===== src/hw/fpFormatPkg.sv =====
package fpFormatPkg;

	// IEEE half precision fields with the sign as MSB
	typedef struct packed {
		logic       sign;
		logic [4:0] exp; // Biased exponent
		logic [9:0] mant; // Fraction without the hidden one
	} fp16Fields_s;

	// Buffers move the raw word, the multiplier decodes the fields
	typedef union packed {
		logic [15:0] raw;
		fp16Fields_s f;
	} fp16Word_u;

	// Input exception summary with anyExc on top
	typedef struct packed {
		logic anyExc;
		logic aNaN;
		logic bNaN;
		logic aInf;
		logic bInf;
	} excFlags_s;

	// Prep to normalize
	typedef struct packed {
		logic        sign;
		logic [5:0]  expSum; // Ea + Eb with the bias counted twice
		logic [21:0] mantProd; // 11 x 11 bit product
		excFlags_s   exc;
	} prepStage_s;

	// Normalize to output register
	typedef struct packed {
		fp16Word_u res;
		excFlags_s exc;
	} normStage_s;

	// One result buffer entry of 21 bits
	typedef struct packed {
		fp16Word_u prod;
		excFlags_s exc;
	} mulResult_s;

	localparam logic [5:0] FP_BIAS = 6'd15;

endpackage


===== src/hw/vecMulPkg.sv =====
package vecMulPkg;

	import fpFormatPkg::*;

	// One operand buffer entry
	typedef struct packed {
		fp16Word_u a;
		fp16Word_u b;
	} opPair_s;

	// Run command from the host
	// len of zero is ignored by the controller
	typedef struct packed {
		logic [7:0] len; // Element count, at most DEPTH
	} vecCmd_s;

endpackage


===== src/hw/elemCounter.sv =====
`timescale 1ns/1ps

module elemCounter import vecMulPkg::*; #(
	parameter int DEPTH = 64
) (
	input  logic                     aclk,
	input  logic                     rst,
	input  logic                     aclken,
	input  logic                     clear,
	input  logic                     count,
	input  vecCmd_s                  limit,
	output logic [$clog2(DEPTH)-1:0] idx,
	output logic                     last
);

	localparam int AW = $clog2(DEPTH);

	always_ff @(posedge aclk) begin
		if (rst) begin
			idx <= '0;
		end else if (aclken) begin
			if (clear)
				idx <= '0; // New run
			else if (count)
				idx <= idx + 1'b1;
		end
	end

	// Final element of the run
	assign last = (idx == AW'(limit.len - 8'd1));

	// Matters for DEPTH that is not a power of two
	idxInRange: assert property (@(posedge aclk) disable iff (rst)
		int'(idx) < DEPTH)
		else $error("elemCounter index %0d beyond DEPTH", idx);

endmodule


===== src/hw/fp16Mul.sv =====
`timescale 1ns/1ps

module fp16Mul import fpFormatPkg::*, vecMulPkg::*; (
	input  logic       aclk,
	input  logic       rst,
	input  logic       aclken,
	input  logic       inVld,
	input  opPair_s    inPair,
	output logic       outVld,
	output mulResult_s outRes
);

	opPair_s    inReg; // Stage 1
	logic       inVldR;
	prepStage_s prepC;
	prepStage_s prepReg; // Stage 2
	logic       prepVld;
	normStage_s normC;
	normStage_s normReg; // Stage 3
	logic       normVld;

	// Unpack and mantissa multiply
	fp16MulPrep uPrep (
		.opA  (inReg.a),
		.opB  (inReg.b),
		.prep (prepC)
	);

	// Normalize and round
	fp16MulNormRound uNormRound (
		.prep (prepReg),
		.norm (normC)
	);

	// One valid bit per stage
	always_ff @(posedge aclk) begin
		if (rst) begin
			inVldR  <= 1'b0;
			prepVld <= 1'b0;
			normVld <= 1'b0;
			outVld  <= 1'b0;
		end else if (aclken) begin
			inVldR  <= inVld;
			prepVld <= inVldR;
			normVld <= prepVld;
			outVld  <= normVld; // Four enabled cycles after inVld
		end
	end

	// Whole data path freezes together
	always_ff @(posedge aclk) begin
		if (aclken) begin
			inReg       <= inPair;
			prepReg     <= prepC;
			normReg     <= normC;
			outRes.prod <= normReg.res;
			outRes.exc  <= normReg.exc;
		end
	end

	// Result buffer write enable must be clean once out of reset
	outVldKnown: assert property (@(posedge aclk) disable iff (rst)
		!$isunknown(outVld))
		else $error("fp16Mul outVld unknown");

endmodule


===== src/hw/fp16MulNormRound.sv =====
`timescale 1ns/1ps

module fp16MulNormRound import fpFormatPkg::*; (
	input  prepStage_s prep,
	output normStage_s norm
);

	logic        hi; // Product at or above 2.0
	logic [9:0]  kept;
	logic        guard;
	logic        sticky;
	logic        roundUp;
	logic [5:0]  expNorm;
	logic [10:0] mantRnd; // Carry in bit 10
	logic        carry;
	logic [9:0]  mantFin;
	logic [5:0]  expFin;

	assign hi = prep.mantProd[21];

	// Drop the leading one, keep ten fraction bits
	assign kept = hi ? prep.mantProd[20:11] : prep.mantProd[19:10];

	// First bit below the kept field
	assign guard = hi ? prep.mantProd[10] : prep.mantProd[9];

	// Everything under the guard
	assign sticky = hi ? (|prep.mantProd[9:0]) : (|prep.mantProd[8:0]);

	// Shift right by one bumps the exponent, then take one bias off
	assign expNorm = prep.expSum + {5'd0, hi} - FP_BIAS; // Over and underflow not handled

	// Nearest even
	// on a tie only an odd kept bit rounds up
	assign roundUp = guard & (sticky | kept[0]);

	assign mantRnd = {1'b0, kept} + {10'd0, roundUp};
	assign carry   = mantRnd[10]; // Fraction was all ones

	// Carry out means 10.0, so renormalize to 1.0 with the next exponent
	assign mantFin = carry ? 10'd0 : mantRnd[9:0];
	assign expFin  = expNorm + {5'd0, carry};

	assign norm.res.f.sign = prep.sign;
	assign norm.res.f.exp  = expFin[4:0]; // Sixth bit would only show overflow
	assign norm.res.f.mant = mantFin;
	assign norm.exc        = prep.exc; // Flags ride along unchanged

endmodule


===== src/hw/fp16MulPrep.sv =====
`timescale 1ns/1ps

module fp16MulPrep import fpFormatPkg::*; (
	input  fp16Word_u  opA,
	input  fp16Word_u  opB,
	output prepStage_s prep
);

	fp16Fields_s fa;
	fp16Fields_s fb;
	logic [10:0] manA; // With hidden one
	logic [10:0] manB;
	logic        expOnesA;
	logic        expOnesB;
	excFlags_s   exc;

	// Field view of both operands
	assign fa = opA.f;
	assign fb = opB.f;

	// Zero and subnormal inputs still get the hidden one
	assign manA = {1'b1, fa.mant};
	assign manB = {1'b1, fb.mant};

	assign expOnesA = &fa.exp;
	assign expOnesB = &fb.exp;

	// All ones exponent, nonzero fraction
	assign exc.aNaN = expOnesA & (|fa.mant);
	assign exc.bNaN = expOnesB & (|fb.mant);
	// All ones exponent, zero fraction
	assign exc.aInf = expOnesA & ~(|fa.mant);
	assign exc.bInf = expOnesB & ~(|fb.mant);
	assign exc.anyExc = exc.aNaN | exc.bNaN | exc.aInf | exc.bInf;

	// Word is still built arithmetically for exception inputs
	assign prep.sign     = fa.sign ^ fb.sign; // Equal signs give positive
	assign prep.expSum   = {1'b0, fa.exp} + {1'b0, fb.exp}; // Bias removed later
	assign prep.mantProd = manA * manB; // Top bit set means product in [2,4)
	assign prep.exc      = exc;

endmodule


===== src/hw/vecMulCtrl.sv =====
`timescale 1ns/1ps

module vecMulCtrl import vecMulPkg::*; (
	input  logic    aclk,
	input  logic    rst,
	input  logic    aclken,
	input  logic    start,
	input  vecCmd_s cmd,
	input  logic    issueLast,
	input  logic    wbLast,
	input  logic    wbVld,
	output logic    issueClr,
	output logic    issueCnt,
	output logic    wbClr,
	output logic    issueVld, // Lines up with operand buffer data
	output vecCmd_s runCmd, // Latched command for both counters
	output logic    busy,
	output logic    done
);

	typedef enum logic [1:0] {
		IDLE,
		ISSUE,
		DRAIN
	} ctrlState_e;

	ctrlState_e state;
	logic       accept;

	// Empty runs never leave IDLE
	assign accept = (state == IDLE) && start && (cmd.len != 8'd0);

	assign issueClr = accept;
	assign wbClr    = accept;
	assign issueCnt = (state == ISSUE); // One element per enabled cycle
	assign busy     = (state != IDLE);

	always_ff @(posedge aclk) begin
		if (rst) begin
			state    <= IDLE;
			runCmd   <= '0;
			issueVld <= 1'b0;
			done     <= 1'b0;
		end else if (aclken) begin
			issueVld <= issueCnt; // Buffer read takes one cycle
			done     <= 1'b0;
			case (state)
				IDLE: begin
					if (accept) begin
						runCmd <= cmd;
						state  <= ISSUE;
					end
				end
				ISSUE: begin
					if (issueLast)
						state <= DRAIN; // Last index going out now
				end
				DRAIN: begin
					// Final product being written this cycle
					if (wbVld && wbLast) begin
						done  <= 1'b1;
						state <= IDLE;
					end
				end
				default: state <= IDLE;
			endcase
		end
	end

	// Host must wait for done before the next start
	noStartBusy: assert property (@(posedge aclk) disable iff (rst)
		(aclken && busy) |-> !start)
		else $error("vecMulCtrl start while busy");

endmodule


===== src/hw/vecMulTop.sv =====
`timescale 1ns/1ps

module vecMulTop import fpFormatPkg::*, vecMulPkg::*; #(
	parameter int DEPTH = 64
) (
	input  logic                     aclk,
	input  logic                     rst,
	input  logic                     aclken,
	input  logic                     ldEn,
	input  logic [$clog2(DEPTH)-1:0] ldAddr,
	input  opPair_s                  ldPair,
	input  logic                     start,
	input  vecCmd_s                  cmd,
	output logic                     busy,
	output logic                     done,
	input  logic [$clog2(DEPTH)-1:0] rdAddr,
	output mulResult_s               rdData // One cycle after rdAddr
);

	localparam int AW = $clog2(DEPTH);

	logic          issueClr;
	logic          issueCnt;
	logic          issueLast;
	logic          issueVld;
	logic [AW-1:0] issueIdx; // Operand read address
	logic          wbClr;
	logic          wbLast;
	logic [AW-1:0] wbIdx; // Result write address
	vecCmd_s       runCmd;
	opPair_s       opData;
	logic          mulVld;
	mulResult_s    mulRes;

	vecMulCtrl uCtrl (
		.aclk      (aclk),
		.rst       (rst),
		.aclken    (aclken),
		.start     (start),
		.cmd       (cmd),
		.issueLast (issueLast),
		.wbLast    (wbLast),
		.wbVld     (mulVld),
		.issueClr  (issueClr),
		.issueCnt  (issueCnt),
		.wbClr     (wbClr),
		.issueVld  (issueVld),
		.runCmd    (runCmd),
		.busy      (busy),
		.done      (done)
	);

	// Issue side
	elemCounter #(.DEPTH(DEPTH)) uIssueCnt (
		.aclk   (aclk),
		.rst    (rst),
		.aclken (aclken),
		.clear  (issueClr),
		.count  (issueCnt),
		.limit  (runCmd),
		.idx    (issueIdx),
		.last   (issueLast)
	);

	// Writeback side, steps on every product
	elemCounter #(.DEPTH(DEPTH)) uWbCnt (
		.aclk   (aclk),
		.rst    (rst),
		.aclken (aclken),
		.clear  (wbClr),
		.count  (mulVld),
		.limit  (runCmd),
		.idx    (wbIdx),
		.last   (wbLast)
	);

	// Host loads any cycle, read freezes with the pipe
	wordRam #(.DEPTH(DEPTH), .WIDTH($bits(opPair_s))) uOpRam (
		.aclk   (aclk),
		.wrEn   (ldEn),
		.wrAddr (ldAddr),
		.wrData (ldPair),
		.rdEn   (aclken),
		.rdAddr (issueIdx),
		.rdData (opData)
	);

	fp16Mul uMul (
		.aclk   (aclk),
		.rst    (rst),
		.aclken (aclken),
		.inVld  (issueVld),
		.inPair (opData),
		.outVld (mulVld),
		.outRes (mulRes)
	);

	// Host read port ignores aclken
	wordRam #(.DEPTH(DEPTH), .WIDTH($bits(mulResult_s))) uResRam (
		.aclk   (aclk),
		.wrEn   (mulVld & aclken), // Once per product even across stalls
		.wrAddr (wbIdx),
		.wrData (mulRes),
		.rdEn   (1'b1),
		.rdAddr (rdAddr),
		.rdData (rdData)
	);

endmodule


===== src/hw/wordRam.sv =====
`timescale 1ns/1ps

module wordRam #(
	parameter int DEPTH = 64,
	parameter int WIDTH = 32 // 32 for operand pairs, 21 for results
) (
	input  logic                     aclk,
	input  logic                     wrEn,
	input  logic [$clog2(DEPTH)-1:0] wrAddr,
	input  logic [WIDTH-1:0]         wrData,
	input  logic                     rdEn, // Holds rdData when low
	input  logic [$clog2(DEPTH)-1:0] rdAddr,
	output logic [WIDTH-1:0]         rdData
);

	logic [WIDTH-1:0] mem [DEPTH];

	always_ff @(posedge aclk) begin
		if (wrEn)
			mem[wrAddr] <= wrData;
		if (rdEn)
			rdData <= mem[rdAddr]; // Old data on same address collision
	end

	// Host load address or writeback index out of range
	wrInRange: assert property (@(posedge aclk)
		wrEn |-> int'(wrAddr) < DEPTH)
		else $error("wordRam write to %0d beyond DEPTH", wrAddr);

endmodule


===== config.mk =====
export PLATFORM = sky130hd
export DESIGN_NAME = vecMulTop
export DESIGN_NICKNAME = d
export VERILOG_FILES = /design/src/hw/fpFormatPkg.sv /design/src/hw/vecMulPkg.sv /design/src/hw/elemCounter.sv /design/src/hw/fp16Mul.sv /design/src/hw/fp16MulNormRound.sv /design/src/hw/fp16MulPrep.sv /design/src/hw/vecMulCtrl.sv /design/src/hw/vecMulTop.sv /design/src/hw/wordRam.sv
export SDC_FILE = /design/constraint.sdc
export NUM_CORES = 2
export LEC_CHECK = 0
export ABC_CLOCK_PERIOD_IN_PS = 5720
export BUFFER_PORTS_ARGS = -buffer_cell sky130_fd_sc_hd__buf_2
export CAP_MARGIN = 40
export CORE_MARGIN = 2
export CORE_UTILIZATION = 40
export CTS_BUF_LIST = sky130_fd_sc_hd__clkbuf_2 sky130_fd_sc_hd__clkbuf_4 sky130_fd_sc_hd__clkbuf_8
export DETAILED_ROUTE_END_ITERATION = 8
export GPL_TIMING_DRIVEN = 0
export SETUP_SLACK_MARGIN = 0.05
export SYNTH_ARGS = -nofsm -noshare
export SYNTH_HDL_FRONTEND = slang
export SYNTH_SLANG_ARGS = --single-unit

===== constraint.sdc =====
create_clock -name aclk -period 5.72 [get_ports aclk]
set_input_delay 0.858 -clock aclk [delete_from_list [all_inputs] [get_ports aclk]]
set_output_delay 0.858 -clock aclk [all_outputs]
set_load 0.1 [all_outputs]

==> results summary <==
The run finished with clean final reports. The path class of the tightest hold or removal check is input pin to flop. The H-tree was split into 6 levels.

The die width is ~600 um. The worst path uses 95.1% of the clock period. The worst endpoint required time came out at 6550 ps. The overall via count from detail_route came out at between 70000 and 80000. The dominant register cell in the synthesized netlist is edfxtp_1. The biggest area consumer among synthesized cells is edfxtp_1.

The worst ir drop on vdd came out at 258 uV. Setup repair after global routing left no endpoint under its margin. In this run the mean area of a mapped cell was 22.4 um2. Along the worst path, the maximum fanout reaches 10. For met1 alone, demand over resource in global routing was about 28%. The total count of hold-check failures in the final report is 0. Global routing used 35.6% of the available met2 tracks. Power spread over the standard cell area amounts to 342 nW/um2.

The count of max-cap constraint violations came out at 0. The static leakage came out at 51.7 nW. Summed over all layers, the global routing overflow is 0. The post-detailed-placement half-perimeter wirelength came out at 265000 um.

The full die area is 355000 um2. The netlist uses 64 different library cells. By count the netlist is led by edfxtp_1, mux4_2, nor2_1.

The via count of the first global-routing pass is 71800. After synthesis, the largest area contributor takes up about three quarters of total cell area. Yosys instantiated no cell more often than edfxtp_1. The worst setup path is launched from a flop. The clock-pin transition on the worst setup and hold timing paths is ~60 ps. The final clock skew came out at 103 ps. The number of setup violations in the final report is 0. The total number of nets in the final design is 7443. The final count of pins violating max slew came to 0. The final weighted congestion in routability-driven placement came out at between 0.8 and 0.9. Once the floorplan was initialized, standard cells occupied 40.2% of the core. By area the synthesized netlist is led by edfxtp_1, mux4_2, fa_1. The number of enable-type register cells in the synthesized netlist is 3531. The summed instance area of the synthesized netlist is 140000 um2. The number of iterations in the first detailed-routing pass came out at 5.

The DRC marker count from the first detailed-route iteration is 8684. The count of port buffers added during placement came out at 72. The DRC violation count after routing came out at 0.

In this run the most critical hold path is launched from cmd[5]. The area added between synthesis and finish is 17.4%. The number of buffers on the longest clock path is 4.

The number of antenna violations at the first check in global routing is 33. The layout cell share with drive strength beyond 1 came out at between 30 and 40%. Among cell families on the critical path, the largest total delay comes from adder cells.

Summing all non-filler instances in the final layout gives an area of 165000 um2. The met3 global-route usage is 4.16%. In the final routed layout, each cell accounts on average for 31.8 um. The final worst slack came out at between 200 and 300 ps. The global routing usage summed across all routing layers is 21.8%. The clock period minus final worst setup slack is roughly 5400 ps. The clock sink count is 3578.

The proportion of synthesized chip area in sequential cells is 76.3%. After global routing, the most crowded layer is met2. The standard cell core area is 349000 um2. The actual transition at the worst max-transition pin is around 1100 ps.

Entering global routing, the biggest net connects 75 pins. The placed instances occupy a cell area of 153000 um2. The critical path arrival is 6270 ps. The die extent in y came out at 596 um. The critical path's most frequent cell is fa_1. Measured against its own limit, the worst slew margin works out to slightly below 30%. The clock buffer count from CTS is ~590.

The clock tree from TritonCTS is built. At the later pin of the worst-skew pair, clock insertion delay measures 1160 ps. The net count of the mapped netlist is 6473. The remaining antenna violation count is 0. The slowest stage of the critical path belongs to the cell fa_1. The type of the worst setup path is flop to flop. The number of I/O pins is 80. The detailed-route vias per instance is 5.70. STA classifies the critical path endpoint as a flop. Timing would allow up to 184 MHz. Walking the worst path, the cells encountered are buf_2, and2_1, fa_1, inv_1, fa_1, inv_1, fa_1, fa_1, inv_1, fa_1, inv_1, ha_2, a2111o_1, o211ai_1, o211ai_1, a21oi_1, xnor2_1. The post-synthesis register bit count came out at around 3600. Prior to clock tree synthesis, the placed netlist has a worst setup slack of ~77 ps. The worst flop-to-flop path startpoint is uMul.inReg[18]. For this block, the routed nets add up to 391000 um of wire. The first element of the critical path is uMul.inReg[18]. The async set or reset register ratio after synthesis is 0%. On the worst path, the slowest cell contributes a delay of 500 ps. The initialized floorplan defines 217 standard-cell rows. The number of warnings printed during yosys synthesis is 0. The count of mapped cells out of synthesis is 6264. The first global-routing pass estimated 546000 um of wire.

The critical path contains buffers and inverters numbering 5 combined. The buffer cell driving the clock tree root is clkbuf_8.
final timing paths:
kind	to	slack, ps	depth (start not counted)
worst max-delay path	uMul.prepReg[26]	280	17
worst min-delay path	uCtrl.runCmd[5]	80	3
worst max register to register	uMul.prepReg[26]	280	17
worst min register to register	uMul.outRes[4]	400	0
power by group:
part           internal (W)  leakage [nW]  switching (W)  total (W)
combinational       0.00183          13.5        0.00286    0.00470
sequential           0.0296          32.3       0.000261     0.0298
clock                0.0115          5.99         0.0103     0.0218
worst min-delay path, delay by kind of cell:
family / cells / cell delay [ps]
AOI/OAI and AO/OA: 1 / 70
buffers and inverters: 1 / 150
and+or+nand+nor: 1 / 100
routing by layer:
layer	wire length [um]	up-vias
li1	-	28300
met5	138	-
met1	150000	37600
met4	19700	20
met3	30700	764
met2	190000	3454
cell usage in the layout, fill, tap and decap left out, drive strengths merged, types with 48 or more instances in the layout:
master / n
edfxtp: 3531
clkbuf: 984
mux4: 981
buf: 543
nor2: 183
inv: 182
clkinv: 170
nand2: 153
a21oi: 89
mux2i: 84
fa: 82
nor2b: 71
ha: 70
a211oi: 69
a22oi: 48
registers in the layout, summed over array words and instances (netlist names):
name and count:
uCtrl.done 1, uCtrl.issueVld 1, uCtrl.runCmd 6, uCtrl.state 2, uIssueCnt.idx 6, uMul.inReg 32
uMul.inVldR 1, uMul.normReg 21, uMul.normVld 1, uMul.outRes 21, uMul.outVld 1, uMul.prepReg 33
uMul.prepVld 1, uOpRam.mem 2048, uOpRam.rdData 32, uResRam.mem 1344, uResRam.rdData 21, uWbCnt.idx 6
what timing repair did:
action / 4_1_cts / 5_1_grt
hold endpoints to repair: 40 / 0
hold buffers: 6 / 0
pin swaps: 0 / 1
endpoints found under the setup margin: 4 / 6
setup buffers: 0 / 8
gates cloned: 0 / 0
gates resized for setup: 6 / 13
through the flow:
stage	TNS, ps	utilization (%)	instances	hold WS, ps	total power [W]
final	0	47.2	12300	76.7	0.0563
after CTS	0	47.1	12300	5.22	0.0567
after detailed placement	0	43.9	11200	405	0.0350
after global routing	0	47.2	12300	56.3	0.0583
after floorplan	0	-	6264	400	0.0331
after global placement	-1848950	41.9	10900	402	0.0346
kinds of logic after synthesis:
| group | count (synthesis) | synth area share [%] |
|---|---|---|
| XOR/XNOR | 51 | 0.338 |
| adder cells (fa/ha/maj) | 153 | 1.80 |
| AND/OR/NAND/NOR | 576 | 1.96 |
| flip-flops | 3578 | 76.3 |
| buffers and inverters | 484 | 1.47 |
| multiplexers | 1084 | 16.5 |
| AO/OA/AOI/OAI | 338 | 1.65 |
area by class of cell:
cell class | count | area, um2
fill | 28500 | 184000
sequential | 3578 | 107000
multi-input combinational | 2202 | 32200
clock buffer | 814 | 9890
timing repair buffer | 389 | 6380
tap | 4599 | 5750
buffer | 330 | 1500
clock inverter | 219 | 1450
inverter | 148 | 556
antenna | 14 | 35.0
Note: power is estimated with default switching activity, not from simulation.
